<file path="config.mk">
export PLATFORM = sky130hd
export DESIGN_NAME = decode_stage
export DESIGN_NICKNAME = d
export VERILOG_FILES = /design/src/rtl/decode_pkg.sv /design/src/rtl/fwd_if.sv /design/src/rtl/branch_resolve.sv /design/src/rtl/decode_out_reg.sv /design/src/rtl/decode_stage.sv /design/src/rtl/inst_decoder.sv /design/src/rtl/operand_forward.sv
export SDC_FILE = /design/constraint.sdc
export NUM_CORES = 2
export LEC_CHECK = 0
export CORE_AREA = 2 2 389 391
export CTS_CLUSTER_SIZE = 10
export DETAILED_ROUTE_END_ITERATION = 7
export DIE_AREA = 0 0 391 393
export DONT_BUFFER_PORTS = 1
export PLACE_DENSITY = 0.48
export SLEW_MARGIN = 20
export SYNTH_ARGS = -nofsm -noshare
export SYNTH_HDL_FRONTEND = slang
export SYNTH_HIERARCHICAL = 1
export SYNTH_SLANG_ARGS = --single-unit
</file>
<file path="constraint.sdc">
create_clock -name clk_i -period 4.2 [get_ports clk_i]
set_input_delay 0.84 -clock clk_i [delete_from_list [all_inputs] [get_ports clk_i]]
set_output_delay 0.84 -clock clk_i [all_outputs]
set_load 0.02 [all_outputs]
</file>
<file path="src/rtl/decode_pkg.sv">
// Shared widths and types for the RV64I decode stage.
// Only the base integer classes are known. CSR, fence.i and M-extension
// encodings decode as ILLEGAL.
`default_nettype none

package decode_pkg;

  localparam int XLEN       = 64;
  localparam int REG_ADDR_W = 5;

  // ILLEGAL must stay zero, reset values rely on it
  typedef enum logic [3:0] {
    ILLEGAL  = 4'd0,
    ALU_REG  = 4'd1,
    ALU_IMM  = 4'd2,
    ALU_REGW = 4'd3,
    ALU_IMMW = 4'd4,
    BRANCH   = 4'd5,
    LOAD     = 4'd6,
    STORE    = 4'd7,
    LUI      = 4'd8,
    AUIPC    = 4'd9,
    JAL      = 4'd10,
    JALR     = 4'd11
  } inst_class_e;

  typedef struct packed {
    inst_class_e           inst_class;
    logic [2:0]            funct3;
    // funct7[5] for register forms, imm[10] for shifts
    logic                  alt;
    logic                  rs1_read;
    logic [REG_ADDR_W-1:0] rs1_addr;
    logic                  rs2_read;
    logic [REG_ADDR_W-1:0] rs2_addr;
    logic                  rd_w_ena;
    logic [REG_ADDR_W-1:0] rd_addr;
    // all sign-extended to XLEN
    logic [XLEN-1:0]       imm_i;
    logic [XLEN-1:0]       imm_s;
    logic [XLEN-1:0]       imm_b;
    // raw 20-bit field, not shifted into place
    logic [XLEN-1:0]       imm_u;
  } decoded_t;

endpackage

`default_nettype wire

</file>
<file path="src/rtl/fwd_if.sv">
// One forwarding producer. No handshake, rd_ena is a level that
// qualifies the other fields in the same cycle.
`timescale 1ns/1ps
`default_nettype none

interface fwd_if;
  import decode_pkg::*;

  logic [XLEN-1:0]       pc;
  logic [REG_ADDR_W-1:0] rd_addr;
  logic [XLEN-1:0]       rd_data;
  logic                  rd_ena;

  // driving pipeline stage
  modport src  (output pc, rd_addr, rd_data, rd_ena);
  // operand forwarding logic
  modport sink (input pc, rd_addr, rd_data, rd_ena);

endinterface

`default_nettype wire

</file>
<file path="src/rtl/branch_resolve.sv">
// Branch condition evaluation and redirect target selection.
// pc_i must be at least 2-byte aligned, PHT_INDEX_W + 2 must fit in XLEN.
// Redirect outputs are not qualified by valid here.
`timescale 1ns/1ps
`default_nettype none

module branch_resolve #(
  parameter int PHT_INDEX_W = 4
) (
  input  decode_pkg::decoded_t        dec_i,
  input  logic [decode_pkg::XLEN-1:0] pc_i,
  input  logic [decode_pkg::XLEN-1:0] rs1_val_i,
  input  logic [decode_pkg::XLEN-1:0] rs2_val_i,
  input  logic                        predict_taken_i,
  output logic                        redirect_o,
  output logic [decode_pkg::XLEN-1:0] redirect_pc_o,
  output logic                        pht_ena_o,
  output logic [PHT_INDEX_W-1:0]      pht_index_o,
  output logic                        pht_taken_o
);
  import decode_pkg::*;

  logic            is_branch;
  logic            is_jalr;
  logic            taken;
  logic            mispredict;
  logic [XLEN-1:0] branch_pc;
  logic [XLEN-1:0] jalr_sum;

  assign is_branch = (dec_i.inst_class == BRANCH);
  assign is_jalr   = (dec_i.inst_class == JALR);

  always_comb begin
    case (dec_i.funct3)
      3'b000:  taken = (rs1_val_i == rs2_val_i);
      3'b001:  taken = (rs1_val_i != rs2_val_i);
      3'b100:  taken = ($signed(rs1_val_i) < $signed(rs2_val_i));
      3'b101:  taken = ($signed(rs1_val_i) >= $signed(rs2_val_i));
      3'b110:  taken = (rs1_val_i < rs2_val_i);
      3'b111:  taken = (rs1_val_i >= rs2_val_i);
      default: taken = 1'b0;
    endcase
  end

  assign mispredict = is_branch && (taken != predict_taken_i);

  // fetch already went the predicted way, so take the other path
  assign branch_pc = predict_taken_i ? (pc_i + XLEN'(4)) : (pc_i + dec_i.imm_b);
  assign jalr_sum  = rs1_val_i + dec_i.imm_i;

  assign redirect_o    = mispredict || is_jalr;
  assign redirect_pc_o = is_jalr    ? {jalr_sum[XLEN-1:1], 1'b0} :
                         mispredict ? branch_pc : '0;

  assign pht_ena_o   = is_branch;
  assign pht_index_o = pc_i[PHT_INDEX_W+1:2];
  assign pht_taken_o = is_branch && taken;

  // odd target means a misaligned pc came in from fetch
  always_comb begin
    assert final (!redirect_o || !redirect_pc_o[0]);
  end

endmodule

`default_nettype wire

</file>
<file path="src/rtl/decode_out_reg.sv">
// Decode/execute register with operand and memory address selection.
// One cycle latency, no stall or flush. Payload outputs hold their last
// value while inst_valid_i is low, enables drop at the next edge.
`timescale 1ns/1ps
`default_nettype none

module decode_out_reg #(
  parameter int PHT_INDEX_W = 4
) (
  input  logic                              clk_i,
  input  logic                              arst_n_i,
  input  logic                              inst_valid_i,
  input  logic [decode_pkg::XLEN-1:0]       pc_i,
  input  decode_pkg::decoded_t              dec_i,
  input  logic [decode_pkg::XLEN-1:0]       rs1_val_i,
  input  logic [decode_pkg::XLEN-1:0]       rs2_val_i,
  input  logic                              redirect_i,
  input  logic [decode_pkg::XLEN-1:0]       redirect_pc_i,
  input  logic                              pht_ena_i,
  input  logic [PHT_INDEX_W-1:0]            pht_index_i,
  input  logic                              pht_taken_i,
  output logic                              valid_o,
  output decode_pkg::inst_class_e           class_o,
  output logic [2:0]                        funct3_o,
  output logic                              alt_o,
  output logic [decode_pkg::XLEN-1:0]       op1_o,
  output logic [decode_pkg::XLEN-1:0]       op2_o,
  output logic                              rd_w_ena_o,
  output logic [decode_pkg::REG_ADDR_W-1:0] rd_w_addr_o,
  output logic [decode_pkg::XLEN-1:0]       pc_o,
  output logic [decode_pkg::XLEN-1:0]       mem_addr_o,
  output logic [2:0]                        mem_sel_o,
  output logic                              jump_pc_ena_o,
  output logic [decode_pkg::XLEN-1:0]       jump_pc_o,
  output logic                              pht_update_ena_o,
  output logic [PHT_INDEX_W-1:0]            pht_index_o,
  output logic                              pht_taken_o
);
  import decode_pkg::*;

  logic [XLEN-1:0] op1;
  logic [XLEN-1:0] op2;
  logic [XLEN-1:0] mem_addr;
  logic [2:0]      mem_sel;

  always_comb begin
    op1      = '0;
    op2      = '0;
    mem_addr = '0;
    mem_sel  = '0;
    if (dec_i.rs1_read) begin
      op1 = rs1_val_i;
    end else if (dec_i.inst_class inside {AUIPC, JAL}) begin
      op1 = pc_i;
    end
    if (dec_i.rs2_read) begin
      op2 = rs2_val_i;
    end else if (dec_i.inst_class inside {ALU_IMM, ALU_IMMW, LOAD}) begin
      op2 = dec_i.imm_i;
    end else if (dec_i.inst_class inside {LUI, AUIPC}) begin
      op2 = dec_i.imm_u;
    end else if (dec_i.inst_class inside {JAL, JALR}) begin
      // link value is formed in execute
      op2 = pc_i;
    end
    if (dec_i.inst_class == LOAD) begin
      mem_addr = rs1_val_i + dec_i.imm_i;
      mem_sel  = dec_i.funct3;
    end else if (dec_i.inst_class == STORE) begin
      mem_addr = rs1_val_i + dec_i.imm_s;
      mem_sel  = dec_i.funct3;
    end
  end

  always_ff @(posedge clk_i or negedge arst_n_i) begin
    if (!arst_n_i) begin
      valid_o          <= 1'b0;
      rd_w_ena_o       <= 1'b0;
      jump_pc_ena_o    <= 1'b0;
      pht_update_ena_o <= 1'b0;
    end else begin
      valid_o          <= inst_valid_i;
      rd_w_ena_o       <= inst_valid_i && dec_i.rd_w_ena;
      jump_pc_ena_o    <= inst_valid_i && redirect_i;
      pht_update_ena_o <= inst_valid_i && pht_ena_i;
    end
  end

  always_ff @(posedge clk_i or negedge arst_n_i) begin
    if (!arst_n_i) begin
      class_o     <= ILLEGAL;
      funct3_o    <= '0;
      alt_o       <= 1'b0;
      op1_o       <= '0;
      op2_o       <= '0;
      rd_w_addr_o <= '0;
      pc_o        <= '0;
      mem_addr_o  <= '0;
      mem_sel_o   <= '0;
      jump_pc_o   <= '0;
      pht_index_o <= '0;
      pht_taken_o <= 1'b0;
    end else if (inst_valid_i) begin
      class_o     <= dec_i.inst_class;
      funct3_o    <= dec_i.funct3;
      alt_o       <= dec_i.alt;
      op1_o       <= op1;
      op2_o       <= op2;
      rd_w_addr_o <= dec_i.rd_addr;
      pc_o        <= pc_i;
      mem_addr_o  <= mem_addr;
      mem_sel_o   <= mem_sel;
      jump_pc_o   <= redirect_pc_i;
      pht_index_o <= pht_index_i;
      pht_taken_o <= pht_taken_i;
    end
  end

  // fetch must only see a redirect for a valid branch or jalr
  assert property (@(posedge clk_i) disable iff (!arst_n_i)
                   jump_pc_ena_o |-> valid_o && (class_o inside {BRANCH, JALR}));

endmodule

`default_nettype wire

</file>
<file path="src/rtl/decode_stage.sv">
// RV64I decode stage top level. Read addresses are combinational from
// inst_i, everything else is registered one cycle after acceptance.
// No back-pressure, one instruction may be accepted per cycle.
`timescale 1ns/1ps
`default_nettype none

module decode_stage #(
  parameter int PHT_INDEX_W = 4
) (
  input  logic                              clk_i,
  input  logic                              arst_n_i,
  input  logic [31:0]                       inst_i,
  input  logic                              inst_valid_i,
  input  logic [decode_pkg::XLEN-1:0]       pc_i,
  input  logic                              predict_taken_i,
  input  logic [decode_pkg::XLEN-1:0]       rs1_data_i,
  input  logic [decode_pkg::XLEN-1:0]       rs2_data_i,
  input  logic [decode_pkg::XLEN-1:0]       alu1_pc_i,
  input  logic [decode_pkg::REG_ADDR_W-1:0] alu1_rd_addr_i,
  input  logic [decode_pkg::XLEN-1:0]       alu1_rd_data_i,
  input  logic                              alu1_rd_ena_i,
  input  logic [decode_pkg::XLEN-1:0]       alu2_pc_i,
  input  logic [decode_pkg::REG_ADDR_W-1:0] alu2_rd_addr_i,
  input  logic [decode_pkg::XLEN-1:0]       alu2_rd_data_i,
  input  logic                              alu2_rd_ena_i,
  input  logic [decode_pkg::XLEN-1:0]       mem_pc_i,
  input  logic [decode_pkg::REG_ADDR_W-1:0] mem_rd_addr_i,
  input  logic [decode_pkg::XLEN-1:0]       mem_rd_data_i,
  input  logic                              mem_rd_ena_i,
  output logic [decode_pkg::REG_ADDR_W-1:0] rs1_addr_o,
  output logic                              rs1_read_o,
  output logic [decode_pkg::REG_ADDR_W-1:0] rs2_addr_o,
  output logic                              rs2_read_o,
  output logic                              valid_o,
  output decode_pkg::inst_class_e           class_o,
  output logic [2:0]                        funct3_o,
  output logic                              alt_o,
  output logic [decode_pkg::XLEN-1:0]       op1_o,
  output logic [decode_pkg::XLEN-1:0]       op2_o,
  output logic                              rd_w_ena_o,
  output logic [decode_pkg::REG_ADDR_W-1:0] rd_w_addr_o,
  output logic [decode_pkg::XLEN-1:0]       pc_o,
  output logic [decode_pkg::XLEN-1:0]       mem_addr_o,
  output logic [2:0]                        mem_sel_o,
  output logic                              jump_pc_ena_o,
  output logic [decode_pkg::XLEN-1:0]       jump_pc_o,
  output logic                              pht_update_ena_o,
  output logic [PHT_INDEX_W-1:0]            pht_index_o,
  output logic                              pht_taken_o
);
  import decode_pkg::*;

  decoded_t               dec;
  logic [XLEN-1:0]        rs1_val;
  logic [XLEN-1:0]        rs2_val;
  logic                   redirect;
  logic [XLEN-1:0]        redirect_pc;
  logic                   pht_ena;
  logic [PHT_INDEX_W-1:0] pht_index;
  logic                   pht_taken;

  fwd_if alu1_if ();
  fwd_if alu2_if ();
  fwd_if mem_if ();

  assign alu1_if.pc      = alu1_pc_i;
  assign alu1_if.rd_addr = alu1_rd_addr_i;
  assign alu1_if.rd_data = alu1_rd_data_i;
  assign alu1_if.rd_ena  = alu1_rd_ena_i;
  assign alu2_if.pc      = alu2_pc_i;
  assign alu2_if.rd_addr = alu2_rd_addr_i;
  assign alu2_if.rd_data = alu2_rd_data_i;
  assign alu2_if.rd_ena  = alu2_rd_ena_i;
  assign mem_if.pc       = mem_pc_i;
  assign mem_if.rd_addr  = mem_rd_addr_i;
  assign mem_if.rd_data  = mem_rd_data_i;
  assign mem_if.rd_ena   = mem_rd_ena_i;

  inst_decoder u_decoder (
    .inst_i       (inst_i),
    .inst_valid_i (inst_valid_i),
    .dec_o        (dec),
    .rs1_addr_o   (rs1_addr_o),
    .rs1_read_o   (rs1_read_o),
    .rs2_addr_o   (rs2_addr_o),
    .rs2_read_o   (rs2_read_o)
  );

  operand_forward u_fwd_rs1 (
    .src_addr_i (rs1_addr_o),
    .src_read_i (rs1_read_o),
    .reg_data_i (rs1_data_i),
    .alu1_if    (alu1_if),
    .alu2_if    (alu2_if),
    .mem_if     (mem_if),
    .value_o    (rs1_val)
  );

  operand_forward u_fwd_rs2 (
    .src_addr_i (rs2_addr_o),
    .src_read_i (rs2_read_o),
    .reg_data_i (rs2_data_i),
    .alu1_if    (alu1_if),
    .alu2_if    (alu2_if),
    .mem_if     (mem_if),
    .value_o    (rs2_val)
  );

  branch_resolve #(
    .PHT_INDEX_W (PHT_INDEX_W)
  ) u_branch (
    .dec_i           (dec),
    .pc_i            (pc_i),
    .rs1_val_i       (rs1_val),
    .rs2_val_i       (rs2_val),
    .predict_taken_i (predict_taken_i),
    .redirect_o      (redirect),
    .redirect_pc_o   (redirect_pc),
    .pht_ena_o       (pht_ena),
    .pht_index_o     (pht_index),
    .pht_taken_o     (pht_taken)
  );

  decode_out_reg #(
    .PHT_INDEX_W (PHT_INDEX_W)
  ) u_out_reg (
    .clk_i            (clk_i),
    .arst_n_i         (arst_n_i),
    .inst_valid_i     (inst_valid_i),
    .pc_i             (pc_i),
    .dec_i            (dec),
    .rs1_val_i        (rs1_val),
    .rs2_val_i        (rs2_val),
    .redirect_i       (redirect),
    .redirect_pc_i    (redirect_pc),
    .pht_ena_i        (pht_ena),
    .pht_index_i      (pht_index),
    .pht_taken_i      (pht_taken),
    .valid_o          (valid_o),
    .class_o          (class_o),
    .funct3_o         (funct3_o),
    .alt_o            (alt_o),
    .op1_o            (op1_o),
    .op2_o            (op2_o),
    .rd_w_ena_o       (rd_w_ena_o),
    .rd_w_addr_o      (rd_w_addr_o),
    .pc_o             (pc_o),
    .mem_addr_o       (mem_addr_o),
    .mem_sel_o        (mem_sel_o),
    .jump_pc_ena_o    (jump_pc_ena_o),
    .jump_pc_o        (jump_pc_o),
    .pht_update_ena_o (pht_update_ena_o),
    .pht_index_o      (pht_index_o),
    .pht_taken_o      (pht_taken_o)
  );

endmodule

`default_nettype wire

</file>
<file path="src/rtl/inst_decoder.sv">
// Combinational RV64I field extraction and classification.
// The class comes from opcode bits only, funct3/funct7 are not checked.
// Read flags and read addresses are forced low while inst_valid_i is low.
`timescale 1ns/1ps
`default_nettype none

module inst_decoder (
  input  logic [31:0]                       inst_i,
  input  logic                              inst_valid_i,
  output decode_pkg::decoded_t              dec_o,
  output logic [decode_pkg::REG_ADDR_W-1:0] rs1_addr_o,
  output logic                              rs1_read_o,
  output logic [decode_pkg::REG_ADDR_W-1:0] rs2_addr_o,
  output logic                              rs2_read_o
);
  import decode_pkg::*;

  // major opcodes, bits 6:2
  localparam logic [4:0] OPC_LOAD   = 5'b00000;
  localparam logic [4:0] OPC_OP_IMM = 5'b00100;
  localparam logic [4:0] OPC_AUIPC  = 5'b00101;
  localparam logic [4:0] OPC_IMM_W  = 5'b00110;
  localparam logic [4:0] OPC_STORE  = 5'b01000;
  localparam logic [4:0] OPC_OP     = 5'b01100;
  localparam logic [4:0] OPC_LUI    = 5'b01101;
  localparam logic [4:0] OPC_OP_W   = 5'b01110;
  localparam logic [4:0] OPC_BRANCH = 5'b11000;
  localparam logic [4:0] OPC_JALR   = 5'b11001;
  localparam logic [4:0] OPC_JAL    = 5'b11011;

  logic [6:0]  opcode;
  logic [2:0]  funct3;
  inst_class_e cls;
  logic        alt;
  logic        rs1_read;
  logic        rs2_read;
  logic        rd_w_ena;

  assign opcode = inst_i[6:0];
  assign funct3 = inst_i[14:12];

  always_comb begin
    cls = ILLEGAL;
    // 16-bit encodings never match
    if (opcode[1:0] == 2'b11) begin
      case (opcode[6:2])
        OPC_LOAD:   cls = LOAD;
        OPC_OP_IMM: cls = ALU_IMM;
        OPC_AUIPC:  cls = AUIPC;
        OPC_IMM_W:  cls = ALU_IMMW;
        OPC_STORE:  cls = STORE;
        OPC_OP:     cls = ALU_REG;
        OPC_LUI:    cls = LUI;
        OPC_OP_W:   cls = ALU_REGW;
        OPC_BRANCH: cls = BRANCH;
        OPC_JALR:   cls = JALR;
        OPC_JAL:    cls = JAL;
        default:    cls = ILLEGAL;
      endcase
    end
  end

  assign rs1_read = inst_valid_i && !(cls inside {ILLEGAL, LUI, AUIPC, JAL});
  assign rs2_read = inst_valid_i && (cls inside {ALU_REG, ALU_REGW, BRANCH, STORE});
  assign rd_w_ena = !(cls inside {ILLEGAL, BRANCH, STORE});

  // inst[30] is sub/sra for register forms, srai/sraiw for shifts
  assign alt = ((cls inside {ALU_REG, ALU_REGW}) ||
                ((cls inside {ALU_IMM, ALU_IMMW}) && (funct3 == 3'b101))) ? inst_i[30] : 1'b0;

  always_comb begin
    dec_o.inst_class = cls;
    dec_o.funct3     = funct3;
    dec_o.alt        = alt;
    dec_o.rs1_read   = rs1_read;
    dec_o.rs1_addr   = rs1_read ? inst_i[19:15] : '0;
    dec_o.rs2_read   = rs2_read;
    dec_o.rs2_addr   = rs2_read ? inst_i[24:20] : '0;
    dec_o.rd_w_ena   = rd_w_ena;
    dec_o.rd_addr    = rd_w_ena ? inst_i[11:7] : '0;
    dec_o.imm_i      = {{(XLEN-12){inst_i[31]}}, inst_i[31:20]};
    dec_o.imm_s      = {{(XLEN-12){inst_i[31]}}, inst_i[31:25], inst_i[11:7]};
    dec_o.imm_b      = {{(XLEN-13){inst_i[31]}}, inst_i[31], inst_i[7],
                        inst_i[30:25], inst_i[11:8], 1'b0};
    dec_o.imm_u      = {{(XLEN-20){inst_i[31]}}, inst_i[31:12]};
  end

  assign rs1_read_o = dec_o.rs1_read;
  assign rs1_addr_o = dec_o.rs1_addr;
  assign rs2_read_o = dec_o.rs2_read;
  assign rs2_addr_o = dec_o.rs2_addr;

endmodule

`default_nettype wire

</file>
<file path="src/rtl/operand_forward.sv">
// Forwarding mux for one source register.
// Youngest producer is the one with the largest pc, so pc values of
// in-flight instructions must be unique and must not wrap.
// Equal pc ties resolve to alu1, then alu2, then mem.
`timescale 1ns/1ps
`default_nettype none

module operand_forward (
  input  logic [decode_pkg::REG_ADDR_W-1:0] src_addr_i,
  input  logic                              src_read_i,
  input  logic [decode_pkg::XLEN-1:0]       reg_data_i,
  fwd_if.sink                               alu1_if,
  fwd_if.sink                               alu2_if,
  fwd_if.sink                               mem_if,
  output logic [decode_pkg::XLEN-1:0]       value_o
);
  import decode_pkg::*;

  logic hit_alu1;
  logic hit_alu2;
  logic hit_mem;
  logic sel_alu1;
  logic sel_alu2;
  logic sel_mem;

  // x0 is never forwarded
  assign hit_alu1 = alu1_if.rd_ena && (alu1_if.rd_addr == src_addr_i) && (src_addr_i != '0);
  assign hit_alu2 = alu2_if.rd_ena && (alu2_if.rd_addr == src_addr_i) && (src_addr_i != '0);
  assign hit_mem  = mem_if.rd_ena && (mem_if.rd_addr == src_addr_i) && (src_addr_i != '0);

  assign sel_alu1 = hit_alu1 &&
                    (!hit_alu2 || (alu1_if.pc >= alu2_if.pc)) &&
                    (!hit_mem || (alu1_if.pc >= mem_if.pc));
  assign sel_alu2 = hit_alu2 && !sel_alu1 &&
                    (!hit_mem || (alu2_if.pc >= mem_if.pc));
  assign sel_mem  = hit_mem && !sel_alu1 && !sel_alu2;

  always_comb begin
    if (!src_read_i) begin
      value_o = '0;
    end else if (sel_alu1) begin
      value_o = alu1_if.rd_data;
    end else if (sel_alu2) begin
      value_o = alu2_if.rd_data;
    end else if (sel_mem) begin
      value_o = mem_if.rd_data;
    end else begin
      value_o = reg_data_i;
    end
  end

endmodule

`default_nettype wire

</file>
==> run summary <==
Status - finished, violations left
Failing checks - DRC, setup timing
Vias in the first global route - 52040
Crit path to - u_out_reg/jump_pc_o[26]
EDFF count, synth - 0
Port Buf Inserts - 0
RSZ-0062 raised after global routing - yes
DP Area - 62730 µm²
Reg clk slew, reported paths - 60 ps
Ports - 987
# Max-Cap Violations - 0
Crit path capture type - flop
Crit path from - inst_i[2]
Worst-path fanout max - 14
# H-tree levels - 2
Final wirelength - 261400 µm
WS Path Type - in2reg
First-pass GRT wire length - 366600 µm
Highest-delay cell along the critical path - or4_4
Final count of negative-setup-slack endpoints - 214
Worst R2R Path Depth - 1
Maximum clock frequency - 138.8 MHz
Skew final - 0 ps
Synth warnings - 6
Starting Density - 33.99%
CP Data Required Time - 4720 ps
Fin crit share - 171.6%
Final cell utilization of the core - 46.05%
Final Hold Viols - 0
R2r setup slk - 3070 ps
Post-synthesis sequential element count - 345
Avg WL per Cell - 28.25 µm
CTS buffer count - 48
Static Leak - 32.87 nW
Initial antenna violation count - 28
Die Wd - 391 µm
Clk sinks - 345
Unique masters post-synth - 121
Commonest non-fill, non-tap cell in the layout - buf_4
PnR worst setup slack - -3007 ps
Overall Global Routing Usage - 32.34%
GRT overflow - 0
Most frequent cells in the layout - 1396 x buf_4, 639 x ha_1, 480 x nand2_1, 424 x a21oi_1, 397 x inv_1
Final Cell Area - 68720 µm²
Die H - 393 µm
Crit-path max cell delay - 510 ps
Worst vdd ir - 0.3124 mV
Drt pass-1 iters - 8
PwrDens - 183.8 nW/µm²
Layout cells sized above 1 - 36.50%
Routability cong. - 0.9878
R2r endpoint - u_out_reg/pht_taken_o
Post-route DRC - 46
Final ANT Viol Nets - 0
Tmin final - 7207 ps
Mapped Area - 50730 µm²
Final setup TNS - -347240 ps
Seq/Total Area, Yosys - 17.02%
Final #Nets - 8602
Root Driver - clkbuf_16
Worst-Skew Late Latency - 640 ps
Syn_nets - 7548
CTS tree - done
Post-synth ARST share - 100.0%
Core area - 149200 µm²
Post-DR vias/cell - 5.758
Clock Tree Buf Depth - 3
Crit Reg-Reg Startpoint - u_out_reg/pht_taken_o
Synth Area per Inst - 8.164 µm²
Type of origin of the critical path - primary input
Area grow syn2layout - 35.47%
# rows - 142
Class of the worst hold path - in2async
Cells after synthesis - 6214
Starting DRT DRC Count - 4643
Die area - 153700 µm²
Worst EP arrival - 7730 ps
Ys flop type - dfrtp_1
Rel. slew slack - 16.63%
HPWL Detailed - 212800 µm
Worst Tran Pin Value - 1250 ps
Vias - 53290
Maximum number of pins on one net before global-route repair - 346
Fin. max-slew vios - 0
sequential cells by signal (all words and copies together) (netlist names):
signal	cells
u_out_reg/class_o	4
u_out_reg/pht_update_ena_o	1
u_out_reg/rd_w_addr_o	5
u_out_reg/mem_addr_o	64
u_out_reg/pc_o	64
u_out_reg/mem_sel_o	3
u_out_reg/rd_w_ena_o	1
u_out_reg/op2_o	64
u_out_reg/alt_o	1
u_out_reg/jump_pc_o	64
u_out_reg/pht_taken_o	1
u_out_reg/jump_pc_ena_o	1
u_out_reg/valid_o	1
u_out_reg/op1_o	64
u_out_reg/pht_index_o	4
u_out_reg/funct3_o	3
power breakdown:
| part | leakage (nW) | internal, mW | total [mW] | switching, mW |
|---|---|---|---|---|
| clock | 0.770 | 2.50 | 4.32 | 1.83 |
| sequential | 4.51 | 3.50 | 3.91 | 0.411 |
| combinational | 27.6 | 2.14 | 4.40 | 2.26 |
layout make-up:
cell class / instances / area [µm²]
sequential: 345 / 8633
multi-input combinational: 4893 / 41390
antenna: 12 / 30.03
clock buffer: 61 / 1300
inverter: 407 / 1538
fill: 14780 / 80520
clock inverter: 19 / 280.3
timing repair buffer: 1573 / 13130
tap: 1944 / 2432
cell usage after synthesis, types with 69 or more instances:
master / n / area share, %
inv_1: 406 / 3.0
nand3_1: 106 / 1.0
o22ai_1: 121 / 1.5
nand4_1: 145 / 1.8
buf_4: 278 / 4.1
a21o_1: 196 / 2.9
clkbuf_1: 204 / 1.5
a21oi_1: 479 / 4.7
dfrtp_1: 345 / 17
mux2_2: 340 / 7.5
nand2_1: 506 / 3.7
xnor2_1: 182 / 3.1
nor2_1: 422 / 3.1
a221oi_1: 101 / 1.7
o21ai_0: 332 / 3.3
xor2_1: 127 / 2.2
ha_1: 700 / 17
mux2i_1: 85 / 1.7
nor3_1: 69 / 0.68
kinds of logic (layout without fill, tap and decap cells):
group           Yosys count  count (layout)  synth area share (%)
buf+inv                 976            2060                 10.12
other cells               1              13              0.007392
compound gates         1822            1822                 24.13
fa+ha+maj               704             704                 17.42
simple gates           1570            1570                 14.92
mux                     486             486                 11.02
xor+xnor                310             310                 5.367
flops                   345             345                 17.02
metrics by stage:
stage | hold slack, ps | instances | setup WS [ps] | total power [mW]
6_report | 91.35 | 9254 | -3007 | 12.63
3_3_place_gp | 552.9 | 9014 | -3971 | 7.939
5_1_grt | 111.3 | 9250 | -3110 | 13.23
2_1_floorplan | 544.4 | 6214 | -2732 | 6.555
3_5_place_dp | 558.0 | 9015 | -4029 | 7.972
4_1_cts | -142.7 | 9190 | -2793 | 12.52
worst min path at each step:
stage          startpoint                  endpoint  slack, ps  cells after the start
4_1_cts          arst_n_i  u_out_reg/mem_addr_o[58]       -140                      0
5_1_grt          arst_n_i  u_out_reg/mem_addr_o[40]        110                      1
3_3_place_gp     arst_n_i  u_out_reg/mem_addr_o[58]        550                      0
6_report         arst_n_i  u_out_reg/mem_addr_o[40]         90                      1
3_5_place_dp     arst_n_i  u_out_reg/mem_addr_o[58]        560                      0
2_1_floorplan    arst_n_i           u_out_reg/alt_o        540                      0
per-layer routing:
layer | global-route usage [%] | vias up | wire length [µm]
met4 | 11.85 | 16 | 11180
met1 | 43.24 | 26040 | 114100
met2 | 50.44 | 2031 | 114200
met3 | 7.619 | 367 | 21850
met5 | 0 | - | 108
li1 | - | 24830 | -
repair_timing:
item / CTS / global route
setup endpoints to repair: 250 / 244
buffers inserted: 105 / 60
gates cloned: 4 / 4
pin swaps: 177 / 133
gates resized for setup: 420 / 174
endpoints found under the hold margin: 260 / 74
critical path, delay by kind of cell:
kind	cells	cell delay, ps
AND/OR/NAND/NOR	11	2750
multiplexers	2	600
adder cells (fa/ha/maj)	1	140
buffers and inverters	6	880
XOR/XNOR	2	310
AO/OA/AOI/OAI	8	2140
(Power assumes the default switching activity.)
